[src/llc_pkg.sv]
`default_nettype none

package llc_pkg;

    localparam int WORD_BITS      = 32;
    localparam int WORDS_PER_LINE = 4;
    localparam int OFFSET_BITS    = 2;   // log2 of words per line
    localparam int SET_BITS       = 4;   // 16 sets
    localparam int TAG_BITS       = 12;
    localparam int LINE_ADDR_BITS = TAG_BITS + SET_BITS;

    localparam int DEFAULT_WAYS = 4;

    typedef logic [WORD_BITS-1:0] word_t;

    // word 0 sits in the low bits
    typedef word_t [WORDS_PER_LINE-1:0] line_t;

    typedef logic [TAG_BITS-1:0]    tag_t;
    typedef logic [SET_BITS-1:0]    set_t;
    typedef logic [OFFSET_BITS-1:0] offset_t;

    typedef struct packed {
        tag_t tag;   // upper bits
        set_t set;   // lower bits
    } line_fields_t;

    // raw view goes out to memory, fields view indexes the cache
    typedef union packed {
        logic [LINE_ADDR_BITS-1:0] raw;
        line_fields_t              fields;
    } line_addr_t;

endpackage

`default_nettype wire

[src/llc_ctrl.sv]
`default_nettype none

module llc_ctrl #(
    parameter int LLC_WAYS = llc_pkg::DEFAULT_WAYS,
    localparam int WAY_BITS = (LLC_WAYS > 1) ? $clog2(LLC_WAYS) : 1
) (
    input  wire logic                              clk,
    input  wire logic                              rst,

    // requester
    input  wire logic                              req_valid_i,
    input  wire logic                              req_write_i,
    input  wire llc_pkg::line_addr_t               req_addr_i,
    input  wire llc_pkg::offset_t                  req_word_i,
    input  wire llc_pkg::word_t                    req_data_i,
    output logic                                   req_ready_o,
    output logic                                   rsp_valid_o,
    output llc_pkg::word_t                         rsp_data_o,
    input  wire logic                              rsp_ready_i,

    // memory
    output logic                                   mem_req_valid_o,
    output logic                                   mem_req_write_o,
    output logic [llc_pkg::LINE_ADDR_BITS-1:0]     mem_req_addr_o,
    output llc_pkg::line_t                         mem_req_line_o,
    input  wire logic                              mem_req_ready_i,
    input  wire logic                              mem_rsp_valid_i,
    input  wire llc_pkg::line_t                    mem_rsp_line_i,
    output logic                                   mem_rsp_ready_o,

    // stores
    output logic                                   rd_en_o,
    output llc_pkg::set_t                          set_o,
    output llc_pkg::tag_t                          tag_o,
    output logic                                   wr_en_o,
    output logic [WAY_BITS-1:0]                    wr_way_o,
    output logic                                   wr_dirty_o,
    output logic                                   advance_evict_o,
    output llc_pkg::line_t                         wr_line_o,
    input  wire logic                              hit_i,
    input  wire logic [WAY_BITS-1:0]               hit_way_i,
    input  wire logic [WAY_BITS-1:0]               victim_way_i,
    input  wire llc_pkg::tag_t                     victim_tag_i,
    input  wire logic                              victim_dirty_i,
    input  wire llc_pkg::line_t [LLC_WAYS-1:0]     rd_lines_i
);

    localparam logic [2:0] DECODE  = 3'b000;
    localparam logic [2:0] READ    = 3'b001;
    localparam logic [2:0] LOOKUP  = 3'b011;
    localparam logic [2:0] PROCESS = 3'b010;
    localparam logic [2:0] UPDATE  = 3'b110;

    // steps inside process
    localparam logic [1:0] P_WB    = 2'd0;
    localparam logic [1:0] P_FETCH = 2'd1;
    localparam logic [1:0] P_WAIT  = 2'd2;
    localparam logic [1:0] P_RSP   = 2'd3;

    logic [2:0] state, next_state;
    logic [1:0] phase;
    logic       process_done;

    logic                write_q;
    llc_pkg::line_addr_t addr_q;
    llc_pkg::offset_t    word_q;
    llc_pkg::word_t      data_q;
    llc_pkg::line_t      line_buf;
    llc_pkg::line_addr_t victim_addr;
    logic [WAY_BITS-1:0] way;

    function automatic llc_pkg::line_t merge_word(
        input llc_pkg::line_t   line,
        input llc_pkg::offset_t ofs,
        input llc_pkg::word_t   data,
        input logic             en
    );
        llc_pkg::line_t res;
        res = line;
        if (en) begin
            res[ofs] = data;
        end
        return res;
    endfunction

    always_ff @(posedge clk or negedge rst) begin
        if (!rst) begin
            state <= DECODE;
        end else begin
            state <= next_state;
        end
    end

    always_comb begin
        next_state = state;
        case (state)
            DECODE:  if (req_valid_i) next_state = READ;
            READ:    next_state = LOOKUP;
            LOOKUP:  next_state = PROCESS;
            PROCESS: if (process_done) next_state = UPDATE;
            UPDATE:  next_state = DECODE;
            default: next_state = DECODE;
        endcase
    end

    assign req_ready_o  = (state == DECODE);
    assign process_done = (state == PROCESS) && (phase == P_RSP) && rsp_ready_i;

    always_ff @(posedge clk) begin
        if (req_valid_i && req_ready_o) begin
            write_q <= req_write_i;
            addr_q  <= req_addr_i;
            word_q  <= req_word_i;
            data_q  <= req_data_i;
        end
    end

    // lookup results stay put until the next read
    assign way = hit_i ? hit_way_i : victim_way_i;

    always_ff @(posedge clk or negedge rst) begin
        if (!rst) begin
            phase <= P_RSP;
        end else if (state == LOOKUP) begin
            if (hit_i) begin
                phase <= P_RSP;
            end else if (victim_dirty_i) begin
                phase <= P_WB;
            end else begin
                phase <= P_FETCH;
            end
        end else if (state == PROCESS) begin
            case (phase)
                P_WB:    if (mem_req_ready_i) phase <= P_FETCH;
                P_FETCH: if (mem_req_ready_i) phase <= P_WAIT;
                P_WAIT:  if (mem_rsp_valid_i) phase <= P_RSP;
                default: phase <= P_RSP;
            endcase
        end
    end

    // hit line merged right away, victim line held for write-back
    always_ff @(posedge clk) begin
        if (state == LOOKUP) begin
            line_buf <= merge_word(rd_lines_i[way], word_q, data_q, write_q & hit_i);
        end else if (mem_rsp_valid_i && mem_rsp_ready_o) begin
            line_buf <= merge_word(mem_rsp_line_i, word_q, data_q, write_q);
        end
    end

    always_comb begin
        victim_addr.fields.tag = victim_tag_i;
        victim_addr.fields.set = addr_q.fields.set;
    end

    assign mem_req_valid_o = (state == PROCESS) && ((phase == P_WB) || (phase == P_FETCH));
    assign mem_req_write_o = (phase == P_WB);
    assign mem_req_addr_o  = (phase == P_WB) ? victim_addr.raw : addr_q.raw;
    assign mem_req_line_o  = line_buf;
    assign mem_rsp_ready_o = (state == PROCESS) && (phase == P_WAIT);

    assign rsp_valid_o = (state == PROCESS) && (phase == P_RSP);
    assign rsp_data_o  = line_buf[word_q];   // written word on writes

    assign rd_en_o = (state == READ);
    assign set_o   = addr_q.fields.set;
    assign tag_o   = addr_q.fields.tag;

    // read hit leaves tag and dirty untouched
    assign wr_en_o         = (state == UPDATE) && (!hit_i || write_q);
    assign wr_way_o        = way;
    assign wr_dirty_o      = write_q;
    assign wr_line_o       = line_buf;
    assign advance_evict_o = (state == UPDATE) && !hit_i;   // only after a fill

endmodule

`default_nettype wire

[config.mk]
export PLATFORM = sky130hd
export DESIGN_NAME = llc_ctrl
export DESIGN_NICKNAME = d
export VERILOG_FILES = /design/src/llc_pkg.sv /design/src/llc_ctrl.sv
export SDC_FILE = /design/constraint.sdc
export NUM_CORES = 1
export LEC_CHECK = 0
export BUFFER_PORTS_ARGS = -buffer_cell sky130_fd_sc_hd__buf_2
export CAP_MARGIN = 0
export CORE_AREA = 2 2 402 404
export CTS_BUF_LIST = sky130_fd_sc_hd__clkbuf_8
export CTS_CLUSTER_SIZE = 8
export DETAILED_ROUTE_END_ITERATION = 16
export DIE_AREA = 0 0 404 406
export GPL_TIMING_DRIVEN = 0
export PLACE_DENSITY = 0.3
export SETUP_SLACK_MARGIN = 0.5
export SLEW_MARGIN = 0
export SYNTH_ARGS = -nofsm -noshare
export SYNTH_HDL_FRONTEND = slang
export SYNTH_SLANG_ARGS = --single-unit
[constraint.sdc]
create_clock -name clk -period 13.5 [get_ports clk]
set_input_delay 2.025 -clock clk [delete_from_list [all_inputs] [get_ports clk]]
set_output_delay 2.025 -clock clk [all_outputs]
set_load 0.1 [all_outputs]
==> results.json <==
{
  "run_status": "finished clean",
  "total_power_mw": 5.733,
  "ctsRootBufferMaster": "sky130_fd_sc_hd__clkbuf_8",
  "worstHoldPathType": "flip-flop to flip-flop",
  "setup_cp_type": "input port to output pin",
  "mappedNetlistArea_mm2": 0.01472,
  "final-setup-viol-count": 0,
  "post_synth_inst_count": 1256,
  "global_route.overflow_total": 0,
  "layout.cell_area.non_filler_mm2": 0.02323,
  "floorplan.die_area_mm2": 0.1640,
  "cell_type_with_the_largest_total_area_after_synthesis": "sky130_fd_sc_hd__edfxtp_1",
  "detailedPlacementHpwl_mm": 121.5,
  "post-cts-setup-buffer-count": 0,
  "htreeDepth": 4,
  "post_cts_hold_buffer_count": 0,
  "syn-num-nets": 1971,
  "detail_route.wirelength_mm": 143.3,
  "number_of_maximum_capacitance_constraint_violations": 0,
  "postSynthRegisterBits": 184,
  "reg2reg_from": "state[1]",
  "static-leakage-power_nw": 10.22,
  "port_buffer_cells": 1044,
  "worstSkewPairLatency_ps": 630,
  "unrepaired_setup_endpoints_after_global_routing": "no",
  "max_slew_violation_total_from_the_final_report": 0,
  "post_placement_cell_area_mm2": 0.02283,
  "mostFrequentLayoutCells": "sky130_fd_sc_hd__buf_2 (1061), sky130_fd_sc_hd__mux2i_1 (223), sky130_fd_sc_hd__edfxtp_1 (179), sky130_fd_sc_hd__buf_4 (139), sky130_fd_sc_hd__o22ai_1 (129)",
  "core_region_area_mm2": 0.1596,
  "grt_pass1_vias": 16144,
  "cts_buffer_depth": 2,
  "max_slew.worst_pin.slew_ps": 1403,
  "startpoint": "hit_i",
  "crit_end_category": "output pin",
  "initial_core_util_pct": 9.219,
  "crit_required_ps": 11480,
  "number_of_antenna_violations_at_the_first_check_in_global_routing": 52,
  "synth-warning-count": 0,
  "slew_headroom_pct": 6.469,
  "final_worst_path_period_share_pct": 50.42,
  "ant_nets": 0,
  "place_congestion": 0.8424,
  "ys_seq_area_share_pct": 37.39,
  "grt_start_max_net_pins": 34,
  "finish.utilization_pct": 14.55,
  "path_clk_slew_ps": 140,
  "cts_num_sinks": 184,
  "post-synth-top-area-fraction_pct": 36.52,
  "areaGrowthSynthToFinish_pct": 57.84,
  "max-vdd-ir-drop_mv": 0.1742,
  "power_per_cell_area_mw_per_mm2": 246.8,
  "critPathMaxFanout": 10,
  "count_of_standard_cell_rows": 147,
  "floorplan.die.height_um": 406,
  "tritoncts.num_buffers": 17,
  "data_arrival_time_of_the_critical_path_ps": 4780,
  "syn-mean-instance-area_um2": 11.72,
  "first_pass_iteration_count_of_the_detailed_router": 5,
  "drc_errors": 0,
  "fp.dieW_um": 404,
  "timing.final.crit_period_ps": 6807,
  "routed_wire_length_per_instance_um": 32.23,
  "hold_viol_final": 0,
  "num-nets-final": 3048,
  "mostFrequentLayoutCell": "sky130_fd_sc_hd__buf_2",
  "design.portCount": 1046,
  "setup.worst_path.start_class": "input port",
  "initial_detailed_routing_violation_count": 928,
  "drive_gt1_share_pct": 62.87,
  "num_vias": 16015,
  "cts_tree": "yes",
  "post_cts_resized": 0,
  "globalRouteTotalUtil_pct": 16.78,
  "finClkSkew_ps": 31.76,
  "drt-vias-per-instance": 3.602,
  "worst_hold_startpoint": "phase[1]",
  "global_route_wire_length_before_repair_mm": 175.4,
  "synth_cell_types": 35,
  "synth_top_cells_by_area": "sky130_fd_sc_hd__edfxtp_1 (37%), sky130_fd_sc_hd__mux2i_1 (15%), sky130_fd_sc_hd__mux2_2 (8.3%)",
  "fmax_ghz": 0.1469
}
-- layout make-up --
cell class / count / area (µm²)
Tap cell: 2086 / 2610
Multi-Input combinational cell: 830 / 7624
Inverter: 5 / 18.77
Fill cell: 18398 / 136400
Sequential cell: 184 / 5503
Clock buffer: 17 / 234.0
Buffer: 237 / 1623
Timing Repair Buffer: 1058 / 5448
Clock inverter: 15 / 136.4
Antenna cell: 14 / 35.03
-- Yosys cell counts (all sizes together) --
| cell type | count |
|---|---|
| and3 | 33 |
| nand3b | 3 |
| nor2b | 1 |
| dfstp | 2 |
| buf | 183 |
| nand2 | 69 |
| mux2 | 108 |
| nand4b | 1 |
| o22ai | 129 |
| clkbuf | 54 |
| nor3 | 3 |
| nor2 | 42 |
| mux4 | 64 |
| inv | 5 |
| nand4bb | 1 |
| and3b | 2 |
| o31ai | 2 |
| nand3 | 1 |
| o21a | 2 |
| nor3b | 4 |
| o21ai | 1 |
| mux2i | 225 |
| edfxtp | 179 |
| a2111oi | 31 |
| a21oi | 103 |
| nand2b | 4 |
| and2 | 1 |
| dfrtp | 3 |
-- layer usage --
layer | share of wire, % | up-vias | track usage, %
li1 | - | 6999 | -
met1 | 42 | 8115 | 21.00
met2 | 50 | 750 | 29.43
met3 | 5.9 | 121 | 3.816
met4 | 1.5 | 30 | 3.090
met5 | 0.13 | - | 0
-- final timing paths --
path	cells past startpoint	slack [ps]	endpoint
setup / recovery	6	6690	wr_way_o[1]
hold / removal	1	600	phase[1]
setup reg to reg	6	9170	mem_req_line_o[99]
hold reg to reg	1	600	phase[1]
max in group asynchronous	1	12100	phase[1]
min in group asynchronous	1	1180	state[2]
-- per-stage QoR --
| step | hold slack, ps | instances | TNS (ps) | setup slack [ps] |
|---|---|---|---|---|
| floorplan | 554.8 | 1256 | 0 | 1265 |
| global placement | 577.8 | 4386 | -942260 | -7408 |
| detailed placement | 574.8 | 4400 | 0 | 6604 |
| CTS | 596.6 | 4432 | 0 | 6592 |
| global route | 626.3 | 4437 | 0 | 6549 |
| finish | 597.0 | 4446 | 0 | 6693 |
-- sequential cells by signal, summed over array words and instances, names as in the netlist --
signal / count
data_q: 32
addr_q: 16
state: 3
phase: 2
mem_req_line_o: 128
word_q: 2
wr_dirty_o: 1
-- kinds of logic after synthesis --
group / Yosys count / share of synthesized area, %
and+or+nand+nor: 165 / 5.237
buffers and inverters: 242 / 11.09
DFF: 184 / 37.39
AOI/OAI and AO/OA: 268 / 12.39
muxes: 397 / 33.90
-- worst max-delay path: stages --
cell	delay [ps]
sky130_fd_sc_hd__buf_6	180
sky130_fd_sc_hd__mux2i_2	650
sky130_fd_sc_hd__clkbuf_1	920
sky130_fd_sc_hd__buf_2	560
sky130_fd_sc_hd__inv_1	80
sky130_fd_sc_hd__buf_2	310
-- power breakdown --
group          internal, mW  switching [mW]  leakage [nW]
Combinational         0.803            3.35          8.34
Sequential            0.892           0.264          1.70
Clock                 0.135           0.290         0.181
Total                  1.83            3.90          10.2
Note: power is estimated with default switching activity, not from simulation.
